===== config.mk =====
export PLATFORM = sky130hd
export DESIGN_NAME = compute_socket
export DESIGN_NICKNAME = d
export VERILOG_FILES = /design/src/source/sock_pkg.sv /design/src/source/compute_socket.sv /design/src/source/result_arb.sv /design/src/source/compute_core.sv /design/src/source/job_dispatch.sv
export SDC_FILE = /design/constraint.sdc
export NUM_CORES = 2
export LEC_CHECK = 0
export BUFFER_PORTS_ARGS = -buffer_cell sky130_fd_sc_hd__clkbuf_2
export CELL_PAD_IN_SITES_DETAIL_PLACEMENT = 0
export CELL_PAD_IN_SITES_GLOBAL_PLACEMENT = 1
export CORE_ASPECT_RATIO = 0.6
export CORE_MARGIN = 8
export CORE_UTILIZATION = 45
export DETAILED_ROUTE_END_ITERATION = 6
export PLACE_DENSITY_LB_ADDON = 0.12
export SYNTH_ARGS = -nofsm -noshare
export SYNTH_HDL_FRONTEND = slang
export SYNTH_SLANG_ARGS = --single-unit

===== constraint.sdc =====
create_clock -name clk -period 27.9 [get_ports clk]
set_clock_uncertainty 0.1 [all_clocks]
set_input_delay 5.58 -clock clk [delete_from_list [all_inputs] [get_ports clk]]
set_output_delay 5.58 -clock clk [all_outputs]
set_load 0.01 [all_outputs]

===== src/source/sock_pkg.sv =====
// socket sizing, data widths and multiply timing
// opcode and core state enums
package sock_pkg;

    //////////////////////////////////////////////////////////////////////
    // sizing

    // number of cores in the socket
    localparam int SOCKET_SIZE = 4;
    localparam int CORE_BITS   = $clog2(SOCKET_SIZE);

    // datapath and memory port widths
    localparam int XLEN       = 32;
    localparam int ADDR_WIDTH = 16;

    //////////////////////////////////////////////////////////////////////
    // multiply

    // iterations per multiply, each one consumes MUL_STEP operand bits
    localparam int MUL_CYCLES   = 8;
    localparam int MUL_STEP     = XLEN / MUL_CYCLES;
    localparam int MUL_CNT_BITS = $clog2(MUL_CYCLES);

    //////////////////////////////////////////////////////////////////////
    // encodings

    // job opcodes
    typedef enum logic [1:0] {
        OP_LOAD,
        OP_ADD,
        OP_XOR,
        OP_MUL
    } core_op_e;

    // core FSM states
    typedef enum logic [1:0] {
        ST_IDLE,
        ST_EXEC,
        ST_HOLD
    } core_state_e;

endpackage

===== src/source/compute_socket.sv =====
// compute socket top
// dispatcher, generated cores and result arbiter
module compute_socket (
    input  logic                                clk,
    input  logic                                reset,

    // job input
    input  logic                                job_valid,
    input  logic [sock_pkg::CORE_BITS-1:0]      job_core,
    input  sock_pkg::core_op_e                  job_op,
    input  logic [sock_pkg::XLEN-1:0]           job_operand,
    output logic                                job_reject,

    // base address config
    input  logic                                cfg_wr,
    input  logic [sock_pkg::ADDR_WIDTH-1:0]     cfg_base,

    // memory write port
    output logic                                mem_wr_valid,
    output logic [sock_pkg::ADDR_WIDTH-1:0]     mem_wr_addr,
    output logic [sock_pkg::XLEN-1:0]           mem_wr_data,

    output logic                                busy
);

    logic [sock_pkg::SOCKET_SIZE-1:0]   core_start;
    logic [sock_pkg::SOCKET_SIZE-1:0]   core_idle;
    logic [sock_pkg::SOCKET_SIZE-1:0]   core_req;
    logic [sock_pkg::SOCKET_SIZE-1:0]   core_grant;
    logic [sock_pkg::XLEN-1:0]          core_result [sock_pkg::SOCKET_SIZE];
    sock_pkg::core_op_e                 core_op;
    logic [sock_pkg::XLEN-1:0]          core_operand;

    job_dispatch job_dispatch_inst (
        .clk          (clk),
        .reset        (reset),
        .job_valid    (job_valid),
        .job_core     (job_core),
        .job_op       (job_op),
        .job_operand  (job_operand),
        .core_idle    (core_idle),
        .core_start   (core_start),
        .core_op      (core_op),
        .core_operand (core_operand),
        .job_reject   (job_reject)
    );

    //////////////////////////////////////////////////////////////////////
    // cores

    for (genvar i = 0; i < sock_pkg::SOCKET_SIZE; i++) begin : g_core
        compute_core compute_core_inst (
            .clk     (clk),
            .reset   (reset),
            .start   (core_start[i]),
            .op      (core_op),
            .operand (core_operand),
            .grant   (core_grant[i]),
            .req     (core_req[i]),
            .result  (core_result[i]),
            .idle    (core_idle[i])
        );
    end

    result_arb result_arb_inst (
        .clk          (clk),
        .reset        (reset),
        .cfg_wr       (cfg_wr),
        .cfg_base     (cfg_base),
        .core_req     (core_req),
        .core_result  (core_result),
        .core_grant   (core_grant),
        .mem_wr_valid (mem_wr_valid),
        .mem_wr_addr  (mem_wr_addr),
        .mem_wr_data  (mem_wr_data)
    );

    // any core still working or waiting for its grant
    assign busy = |(~core_idle);

endmodule


===== src/source/result_arb.sv =====
// round-robin result arbiter
// drains core results onto the memory write port at base + core index
module result_arb (
    input  logic                                clk,
    input  logic                                reset,

    // base address config
    input  logic                                cfg_wr,
    input  logic [sock_pkg::ADDR_WIDTH-1:0]     cfg_base,

    // core side
    input  logic [sock_pkg::SOCKET_SIZE-1:0]    core_req,
    input  logic [sock_pkg::XLEN-1:0]           core_result [sock_pkg::SOCKET_SIZE],
    output logic [sock_pkg::SOCKET_SIZE-1:0]    core_grant,

    // memory write port
    output logic                                mem_wr_valid,
    output logic [sock_pkg::ADDR_WIDTH-1:0]     mem_wr_addr,
    output logic [sock_pkg::XLEN-1:0]           mem_wr_data
);

    logic [sock_pkg::CORE_BITS-1:0]     rr_ptr;
    logic [sock_pkg::CORE_BITS-1:0]     cand;
    logic [sock_pkg::CORE_BITS-1:0]     win_idx;
    logic                               win_found;
    logic [sock_pkg::ADDR_WIDTH-1:0]    base_q;

    //////////////////////////////////////////////////////////////////////
    // winner select

    // search starts at the pointer and wraps around
    always_comb begin
        core_grant = '0;
        win_idx    = '0;
        win_found  = 1'b0;
        cand       = '0;
        for (int i = 0; i < sock_pkg::SOCKET_SIZE; i++) begin
            cand = rr_ptr + i[sock_pkg::CORE_BITS-1:0];
            if (!win_found && core_req[cand]) begin
                core_grant[cand] = 1'b1;
                win_idx          = cand;
                win_found        = 1'b1;
            end
        end
    end

    //////////////////////////////////////////////////////////////////////
    // pointer, base and write strobe

    always_ff @(posedge clk) begin
        if (reset) begin
            rr_ptr       <= '0;
            base_q       <= '0;
            mem_wr_valid <= 1'b0;
        end else begin
            // next search begins just past the winner
            if (win_found) begin
                rr_ptr <= win_idx + 1'b1;
            end
            if (cfg_wr) begin
                base_q <= cfg_base;
            end
            mem_wr_valid <= win_found;
        end
    end

    // write payload, taken from the granted core
    always_ff @(posedge clk) begin
        if (win_found) begin
            mem_wr_addr <= base_q
                         + {{(sock_pkg::ADDR_WIDTH - sock_pkg::CORE_BITS){1'b0}}, win_idx};
            mem_wr_data <= core_result[win_idx];
        end
    end

endmodule


===== src/source/compute_core.sv =====
// compute core with one accumulator
// executes load/add/xor in one cycle, shift-add multiply over several
module compute_core (
    input  logic                        clk,
    input  logic                        reset,

    // from dispatcher
    input  logic                        start,
    input  sock_pkg::core_op_e          op,
    input  logic [sock_pkg::XLEN-1:0]   operand,

    // result handshake with arbiter
    input  logic                        grant,
    output logic                        req,
    output logic [sock_pkg::XLEN-1:0]   result,

    output logic                        idle
);

    sock_pkg::core_state_e state;

    logic [sock_pkg::XLEN-1:0]          acc;
    logic [sock_pkg::MUL_CNT_BITS-1:0]  mul_cnt;
    logic                               mul_last;

    // multiply datapath
    logic [sock_pkg::XLEN-1:0]          mcand;
    logic [sock_pkg::XLEN-1:0]          mplier;
    logic [sock_pkg::XLEN-1:0]          prod;
    logic [sock_pkg::XLEN-1:0]          partial;
    logic [sock_pkg::XLEN-1:0]          step_sum;

    //////////////////////////////////////////////////////////////////////
    // shift-add step

    // partial product of the multiplicand and the low digit of the multiplier
    always_comb begin
        partial = '0;
        for (int b = 0; b < sock_pkg::MUL_STEP; b++) begin
            if (mplier[b]) begin
                partial = partial + (mcand << b);
            end
        end
    end

    assign step_sum = prod + partial;
    assign mul_last = (int'(mul_cnt) == sock_pkg::MUL_CYCLES - 1);

    //////////////////////////////////////////////////////////////////////
    // core FSM and accumulator

    always_ff @(posedge clk) begin
        if (reset) begin
            state   <= sock_pkg::ST_IDLE;
            acc     <= '0;
            mul_cnt <= '0;
        end else begin
            case (state)
                sock_pkg::ST_IDLE: begin
                    if (start) begin
                        mul_cnt <= '0;
                        case (op)
                            sock_pkg::OP_LOAD: begin
                                acc   <= operand;
                                state <= sock_pkg::ST_HOLD;
                            end
                            sock_pkg::OP_ADD: begin
                                acc   <= acc + operand;
                                state <= sock_pkg::ST_HOLD;
                            end
                            sock_pkg::OP_XOR: begin
                                acc   <= acc ^ operand;
                                state <= sock_pkg::ST_HOLD;
                            end
                            default: begin
                                state <= sock_pkg::ST_EXEC;
                            end
                        endcase
                    end
                end
                sock_pkg::ST_EXEC: begin
                    mul_cnt <= mul_cnt + 1'b1;
                    // low XLEN bits of the product become the accumulator
                    if (mul_last) begin
                        acc   <= step_sum;
                        state <= sock_pkg::ST_HOLD;
                    end
                end
                sock_pkg::ST_HOLD: begin
                    if (grant) begin
                        state <= sock_pkg::ST_IDLE;
                    end
                end
                default: begin
                    state <= sock_pkg::ST_IDLE;
                end
            endcase
        end
    end

    // multiply operands, loaded on every start
    always_ff @(posedge clk) begin
        if (state == sock_pkg::ST_IDLE && start) begin
            mcand  <= acc;
            mplier <= operand;
            prod   <= '0;
        end else if (state == sock_pkg::ST_EXEC) begin
            mcand  <= mcand << sock_pkg::MUL_STEP;
            mplier <= mplier >> sock_pkg::MUL_STEP;
            prod   <= step_sum;
        end
    end

    //////////////////////////////////////////////////////////////////////
    // outputs

    // request held until granted, result is the accumulator itself
    assign req    = (state == sock_pkg::ST_HOLD);
    assign result = acc;

    // busy from the start pulse on, free again in the grant cycle
    assign idle = ((state == sock_pkg::ST_IDLE) && !start)
                | ((state == sock_pkg::ST_HOLD) && grant);

endmodule


===== src/source/job_dispatch.sv =====
// job dispatcher
// registers incoming jobs and steers them to an idle core or rejects them
module job_dispatch (
    input  logic                                clk,
    input  logic                                reset,

    // job strobe from outside
    input  logic                                job_valid,
    input  logic [sock_pkg::CORE_BITS-1:0]      job_core,
    input  sock_pkg::core_op_e                  job_op,
    input  logic [sock_pkg::XLEN-1:0]           job_operand,

    // per core status
    input  logic [sock_pkg::SOCKET_SIZE-1:0]    core_idle,

    // to cores
    output logic [sock_pkg::SOCKET_SIZE-1:0]    core_start,
    output sock_pkg::core_op_e                  core_op,
    output logic [sock_pkg::XLEN-1:0]           core_operand,

    output logic                                job_reject
);

    logic target_idle;
    logic job_accept;

    // only place where idle is looked at
    assign target_idle = core_idle[job_core];
    assign job_accept  = job_valid & target_idle;

    //////////////////////////////////////////////////////////////////////
    // start decode and reject

    always_ff @(posedge clk) begin
        if (reset) begin
            core_start <= '0;
            job_reject <= 1'b0;
        end else begin
            core_start <= '0;
            // one-hot start for the target core
            if (job_accept) begin
                core_start[job_core] <= 1'b1;
            end
            // busy target drops the job
            job_reject <= job_valid & ~target_idle;
        end
    end

    //////////////////////////////////////////////////////////////////////
    // shared job payload

    // cores capture this on their start pulse
    always_ff @(posedge clk) begin
        if (job_accept) begin
            core_op      <= job_op;
            core_operand <= job_operand;
        end
    end

endmodule


# After elaboration in Yosys (flattened, before gate mapping)

Index checks and enable logic that the tools add are counted.

Word-level logic and storage cells: 283
Bits of input ports: 56
Flip-flop bits (word level): 638
Bits in read-only memories: 0
Output and inout bits: 51
Bits in writable memories: 0
Latch bits: 0
Memories: 0

Eq/ne operators: 30
Reduce and logical (&&, ||, !) cells: 55
Multipliers: 0
Div/mod/pow operators: 0
Shifts and indexed selects: 0
Multiplexer cells: 108
Add/sub/neg operators: 29
Bitwise operators: 17
Order comparisons: 11

Operator list:

| operator              | count |
|---|---|
| $mux W32              | 42 |
| $add A32 B32 Y32      | 20 |
| $pmux W32 S3          | 4 |
| $pmux W32 S2          | 4 |
| $xor A32 B32 Y32      | 4 |
| $bmux W32 S2          | 1 |
| $mux W2               | 17 |
| $pmux W2 S3           | 4 |
| $pmux W3 S2           | 4 |
| $logic_and A1 B1 Y1   | 20 |
| $add A16 B2 Y16       | 1 |
| $mux W4               | 4 |
| $ne A2 B2 Y1 const B  | 8 |
| $ne A4 B4 Y1 const B  | 4 |
| $reduce_and A4 Y1     | 4 |
| $reduce_bool A2 Y1    | 8 |
| $lt A2 B3 Y1 const B  | 5 |
| $mux W1               | 14 |
| $add A3 B1 Y3 const B | 4 |
| $eq A3 B1 Y1 const B  | 4 |
| $mux W3               | 4 |
| $or A4 B4 Y4          | 3 |
| $reduce_and A3 Y1     | 4 |
| $bmux W1 S2           | 5 |
| 19 further kinds      | 58 |

# Depth between registers and ports, before layout

Depth in word-level cells: 20
Mapped depth: 50
Gate-level depth less buffers: 47

# Hierarchy

Synthesis repeated with hierarchy kept, for this count alone.

Cells, all modules: 8047
Area, all modules: 63922.6 µm²

By module, submodules not included:

| module                                     | sequential area each (µm²) | cells an instance | times used | area each (µm²) |
|---|---|---|---|---|
| compute_core (g_core[3].compute_core_inst) | 3303.2                     | 1906              | 1          | 14756.7 |
| compute_core (g_core[2].compute_core_inst) | 3303.2                     | 1887              | 1          | 14639.0 |
| compute_core (g_core[1].compute_core_inst) | 3303.2                     | 1888              | 1          | 14513.9 |
| compute_core (g_core[0].compute_core_inst) | 3303.2                     | 1878              | 1          | 14471.4 |
| result_arb                                 | 1821.7                     | 437               | 1          | 4326.6 |
| job_dispatch                               | 1121.1                     | 50                | 1          | 1208.7 |
| compute_socket                             | 0.0                        | 1                 | 1          | 6.3 |

# Worst setup path after synthesis

OpenSTA, ideal clock, no wires.

Path kind: reg-to-reg
Start: reg g_core[3].compute_core_inst.mplier[0] in the netlist's numbering
End: reg g_core[3].compute_core_inst.acc (netlist bit g_core[3].compute_core_inst.result[31])
Data required time: 27.709 ns
Library setup time: 0.091 ns
Clock period less this slack: 9.157 ns
Buffers on the path: 3
Arrival time: 8.966 ns
Cell stages (with the launch flop): 48
Setup slack: 18.743 ns
Cells stage by stage: edfxtp_1 -> clkbuf_1 -> clkbuf_1 -> clkbuf_1 -> and2_1 -> fa_1 -> a21oi_1 -> o22ai_1 -> o21ai_0 -> nand2_1 -> a21o_1 -> a21oi_1 -> o21bai_1 -> a21o_1 -> a31oi_1 -> nor2b_1 -> xnor2_1 -> mux2_2 -> [12 not listed] -> o41ai_1 -> a21o_1 -> a21o_1 -> nand3_1 -> nand2_1 -> xor2_1 -> mux2_2 -> ha_1 -> a21o_1 -> a21o_1 -> a21oi_1 -> nor2b_1 -> a311oi_2 -> o21ai_1 -> a21oi_1 -> xnor3_1 -> xnor3_1 -> a311oi_1

Word-level cells in the longest chain between the ends: 10

RTL lines:

| element                | line                | text |
|---|---|---|
| start, declared        | compute_core.sv:28  | `logic [sock_pkg::XLEN-1:0] mplier;` |
| start signal, assigned | compute_core.sv:105 | `mplier <= operand;` |
| start signal, assigned | compute_core.sv:109 | `mplier <= mplier >> sock_pkg::MUL_STEP;` |
| $mux W32 (*)           | compute_core.sv:40  | `if (mplier[b]) begin` |
| $add A32 B32 Y32       | compute_core.sv:41  | `partial = partial + (mcand << b);` |
| $mux W32 (*)           | compute_core.sv:40  |  |
| $add A32 B32 Y32       | compute_core.sv:41  |  |
| $mux W32 (*)           | compute_core.sv:40  |  |
| $add A32 B32 Y32       | compute_core.sv:41  |  |
| $mux W32 (*)           | compute_core.sv:40  |  |
| $add A32 B32 Y32 (*)   | compute_core.sv:46  | `assign step_sum = prod + partial;` |
| $mux W32 (*)           | compute_core.sv:84  | `if (mul_last) begin` |
| $pmux W32 S2 (*)       | compute_core.sv:58  | `case (state)` |
| end signal, assigned   | compute_core.sv:64  | `acc <= operand;` |
| end signal, assigned   | compute_core.sv:68  | `acc <= acc + operand;` |
| end signal, assigned   | compute_core.sv:85  | `acc <= step_sum;` |
| end, declared          | compute_core.sv:22  | `logic [sock_pkg::XLEN-1:0] acc;` |

Every way passes the cells marked *; elsewhere a longest branch is shown, timed or not. The select of a mux whose other input is x is not followed.
A chain may end at the register's enable or synchronous reset.

# Worst setup path in the final report

Start: reg result_arb_inst.rr_ptr[0] in the netlist's numbering
End: out busy

Word-level cells in the longest chain between the ends: 16
Elaborated cells on any way between the ends: 57
Those cells by class: 3 x add/sub; 8 x order compare; 23 x mux; 8 x bitwise; 15 x reduce/logical

RTL lines:

| element                                                               | line                 | text |
|---|---|---|
| start, declared                                                       | result_arb.sv:22     | `logic [sock_pkg::CORE_BITS-1:0] rr_ptr;` |
| start signal, assigned                                                | result_arb.sv:58     | `rr_ptr <= win_idx + 1'b1;` |
| parallel branches: the longest is 11 deep, another holds $lt A2 B3 Y1 | -                    |  |
| $mux W4 (*)                                                           | result_arb.sv:39     | `if (!win_found && core_req[cand]) begin` |
| $logic_and A1 B1 Y1                                                   | compute_core.sv:123  | `\| ((state == sock_pkg::ST_HOLD) && grant);` |
| $or A1 B1 Y1                                                          | compute_core.sv:123  |  |
| $not A4 Y4 (*)                                                        | compute_socket.sv:79 | `assign busy = \|(~core_idle);` |
| $reduce_or A4 Y1 (*)                                                  | compute_socket.sv:79 |  |
| end, declared                                                         | compute_socket.sv:23 | `output logic busy` |

Every way passes the cells marked *. The select of a mux whose other input is x is not followed.

==> results.sh <==
export IMPL_drv_cap=0
export IMPL_start_util_pct=45.09
export IMPL_grt_first_pass_wirelength_um=347400
export IMPL_ant_nets=0
export IMPL_ctsResizeCount=0
export IMPL_port_buffers=106
export IMPL_intPower_mw=2.140
export IMPL_htree_levels=3
export IMPL_final_hold_viol_count=0
export IMPL_die_w_um=492.5
export IMPL_ioPinCount=107
export IMPL_p_seq_share_pct=32.3
export IMPL_pwr_share_comb_pct=39.8
export IMPL_design_core_area_mm2=0.1360
export IMPL_hp_start="g_core[2].compute_core_inst.prod[3]"
export IMPL_finalCritPeriodShare_pct=36.81
export IMPL_cp_data_arrival_time_ns=4.59
export IMPL_drt_pre_antenna_iters=7
export IMPL_crit_chain="inv_1, ha_1, nand3_1, o21ai_0, a31oi_1, o21ai_0, a21oi_1, nor3_1, nand4_1, clkbuf_2"
export IMPL_cts_sinks=638
export IMPL_postCtsHoldBufs=0
export IMPL_clockBufferDepth=3
export IMPL_cts_root_buf="clkbuf_16"
export IMPL_vias_per_cell=6.139
export IMPL_drive_gt1_share_pct=7.584
export IMPL_grt_pass1_vias=53555
export IMPL_die_area_mm2=0.1487
export IMPL_synthesis_area_mm2=0.06131
export IMPL_ys_flop_type="edfxtp_1"
export IMPL_yosysMostFrequentCell="nand2_1"
export IMPL_rows=105
export IMPL_finalCriticalPeriod_ns=10.27
export IMPL_cts_tree="done"
export IMPL_yosysUniqueCellTypes=104
export IMPL_syn_to_final_growth_pct=7.682
export IMPL_cp_slowest_cell="dfxtp_1"
export IMPL_tns_ns=0
export IMPL_finalWorstSetupSlack_ns=17.63
export IMPL_clk_latency_ns=0.71
export IMPL_crit_fanout=16
export IMPL_status="complete, but fails checks"
export IMPL_ir_worst_vdd_mv=0.05530
export IMPL_post_cts_buffers=0
export IMPL_end_kind="output port"
export IMPL_synth_area_per_cell_um2=7.870
export IMPL_p_per_area_mw_per_mm2=53.00
export IMPL_path_common_cell="o21ai_0"
export IMPL_async_flop_share_pct=0
export IMPL_vias=58878
export IMPL_clkPwrFrac_pct=27.9
export IMPL_r2r_end="g_core[3].compute_core_inst.result[31]"
export IMPL_grt_setup_unrepaired="false"
export IMPL_p_leak_nw=29.70
export IMPL_ff2ff_path_depth=46
export IMPL_holdPathStages=2
export IMPL_worstMarginPinSlew_ns=1.433
export IMPL_drc_errors=3
export IMPL_timing_reg2reg_setup_slack_ns=17.93
export IMPL_synth_cells=7790
export IMPL_crit_required_ns=22.22
export IMPL_grt_max_degree=77
export IMPL_reg2reg_from="g_core[3].compute_core_inst.mcand[1]"
export IMPL_gp_congestion=1.009
export IMPL_ys_top_cells_by_area="edfxtp_1, ha_1, dfxtp_1"
export IMPL_critPathMaxStageDelay_ns=0.71
export IMPL_cp_start_kind="register"
export IMPL_nets=8411
export IMPL_ys_ff_latch=638
export IMPL_synth_seq_area_share_pct=26.35
export IMPL_post_place_ws_ns=18.00
export IMPL_ys_top_cells_by_count="nand2_1, a21oi_1, ha_1, nor2_1, o21ai_0"
export IMPL_power_mw=3.499
export IMPL_overflow=0
export IMPL_setup_viol=0
export IMPL_wl_per_cell_um=24.44
export IMPL_p_sw_share_pct=38.84
export IMPL_worstHoldEndpoint="g_core[2].compute_core_inst.prod[3]"
export IMPL_synth_area_leader_cell="edfxtp_1"
export IMPL_synth_edff_count=338
export IMPL_die_y_um=301.9
export IMPL_numCtsBuffers=67
export IMPL_synth_fp_nets=8490
export IMPL_yosysTopAreaCellShare_pct=16.56
export IMPL_drv_slew=0
export IMPL_startpoint="result_arb_inst.rr_ptr[0]"
export IMPL_drtIter0Drc=6696
export IMPL_antenna_found_initial=21
export IMPL_violations="design-rule violations"
export IMPL_fmax_mhz=97.37
export IMPL_clkTransAtPathRegs_ns=0.07
export IMPL_wl_um=234400
export IMPL_slew_headroom_pct=4.145
export IMPL_place_hpwl_um=176900
export IMPL_min_path_type="register to register"
export IMPL_worst_setup_path_type="register to output port"
export IMPL_switching_power_mw=1.359
export IMPL_yosys_warnings=0
export IMPL_track_usage_pct=30.18
==> power groups by stage <==
stage          Sequential (mW)  Clock, mW  Combinational (mW)
6_report                  1.13      0.976                1.39
5_1_grt                   1.14       1.02                1.52
4_1_cts                   1.13      0.984                1.36
3_5_place_dp              1.15          0                1.35
3_3_place_gp              1.15          0                1.34
2_1_floorplan             1.13          0               0.986
==> layout make-up <==
cell class                 instances  area, um2
fill                           13496      69960
inverter                         226      848.3
sequential                       638      16160
multi-input combinational       6569      43130
clock buffer                      86       1873
timing repair buffer             209       1306
clock inverter                    38      412.9
antenna                            6      15.01
tap                             1819       2276
==> per-layer routing <==
metal  global-route usage, %  wire, um  vias to the layer above
li1                        -         -                    28171
met1                   45.58    113600                    28037
met2                   40.05     87540                     2383
met3                   11.45     28580                      281
met4                   6.049      4649                        6
met5                       0        41                        -
==> how the worst max path moves through the flow <==
stage,end,slack (ns),depth (start not counted)
after global routing,g_core[3].compute_core_inst.result[30],17.09,46
after CTS,busy,17.84,10
after global placement,g_core[3].compute_core_inst.result[31],18.17,46
after detailed placement,g_core[3].compute_core_inst.result[31],18.00,46
after floorplan,g_core[3].compute_core_inst.result[31],18.74,47
final,busy,17.63,10
==> kinds of logic after synthesis <==
kind of cell	count (synthesis)	synth area share [%]
multiplexers	231	4.147
flip-flops	638	26.35
AO/OA/AOI/OAI	2395	25.26
adder cells (fa/ha/maj)	647	13.45
AND/OR/NAND/NOR	2832	20.50
buffers and inverters	583	3.578
XOR/XNOR	464	6.718
==> flip-flops by register name, summed over array words and instances (netlist names) <==
signal and count:
g_core.compute_core_inst.mcand 128, g_core.compute_core_inst.mplier 128, g_core.compute_core_inst.mul_cnt 12, g_core.compute_core_inst.prod 128
g_core.compute_core_inst.result 128, g_core.compute_core_inst.state 8, job_dispatch_inst.core_op 2, job_dispatch_inst.core_operand 32
job_dispatch_inst.core_start 4, job_dispatch_inst.job_reject 1, result_arb_inst.base_q 16, result_arb_inst.mem_wr_addr 16
result_arb_inst.mem_wr_data 32, result_arb_inst.mem_wr_valid 1, result_arb_inst.rr_ptr 2
==> through the flow <==
step	hold slack (ns)	cells	cell area [um2]	util, %
4_1_cts	0.3474	9585	66000	48.54
3_3_place_gp	0.3362	9461	63720	46.86
3_5_place_dp	0.3373	9461	63720	46.86
2_1_floorplan	0.3268	7790	61310	-
5_1_grt	0.3602	9585	66000	48.54
6_report	0.3467	9591	66020	48.55
==> worst max-delay path: cells and delay by family (launching register included) <==
family	cells	cell delay (ns)
AO/OA/AOI/OAI	4	0.90
AND/OR/NAND/NOR	3	1.14
buffers and inverters	2	0.54
flip-flops	1	0.71
adder cells (fa/ha/maj)	1	0.60
==> cell usage in the layout (no fill, tap or decap), drive strengths merged, types with 174 or more instances in the layout <==
cell | netlist | routed
a21oi | 654 | 654
edfxtp | 338 | 338
nor2 | 532 | 532
a21o | 327 | 327
xnor2 | 294 | 294
mux2 | 174 | 174
ha | 623 | 623
o21ai | 511 | 511
dfxtp | 300 | 300
clkbuf | 309 | 191
nand2 | 1458 | 1458
inv | 224 | 235
Note: power is estimated with default switching activity, not from simulation.
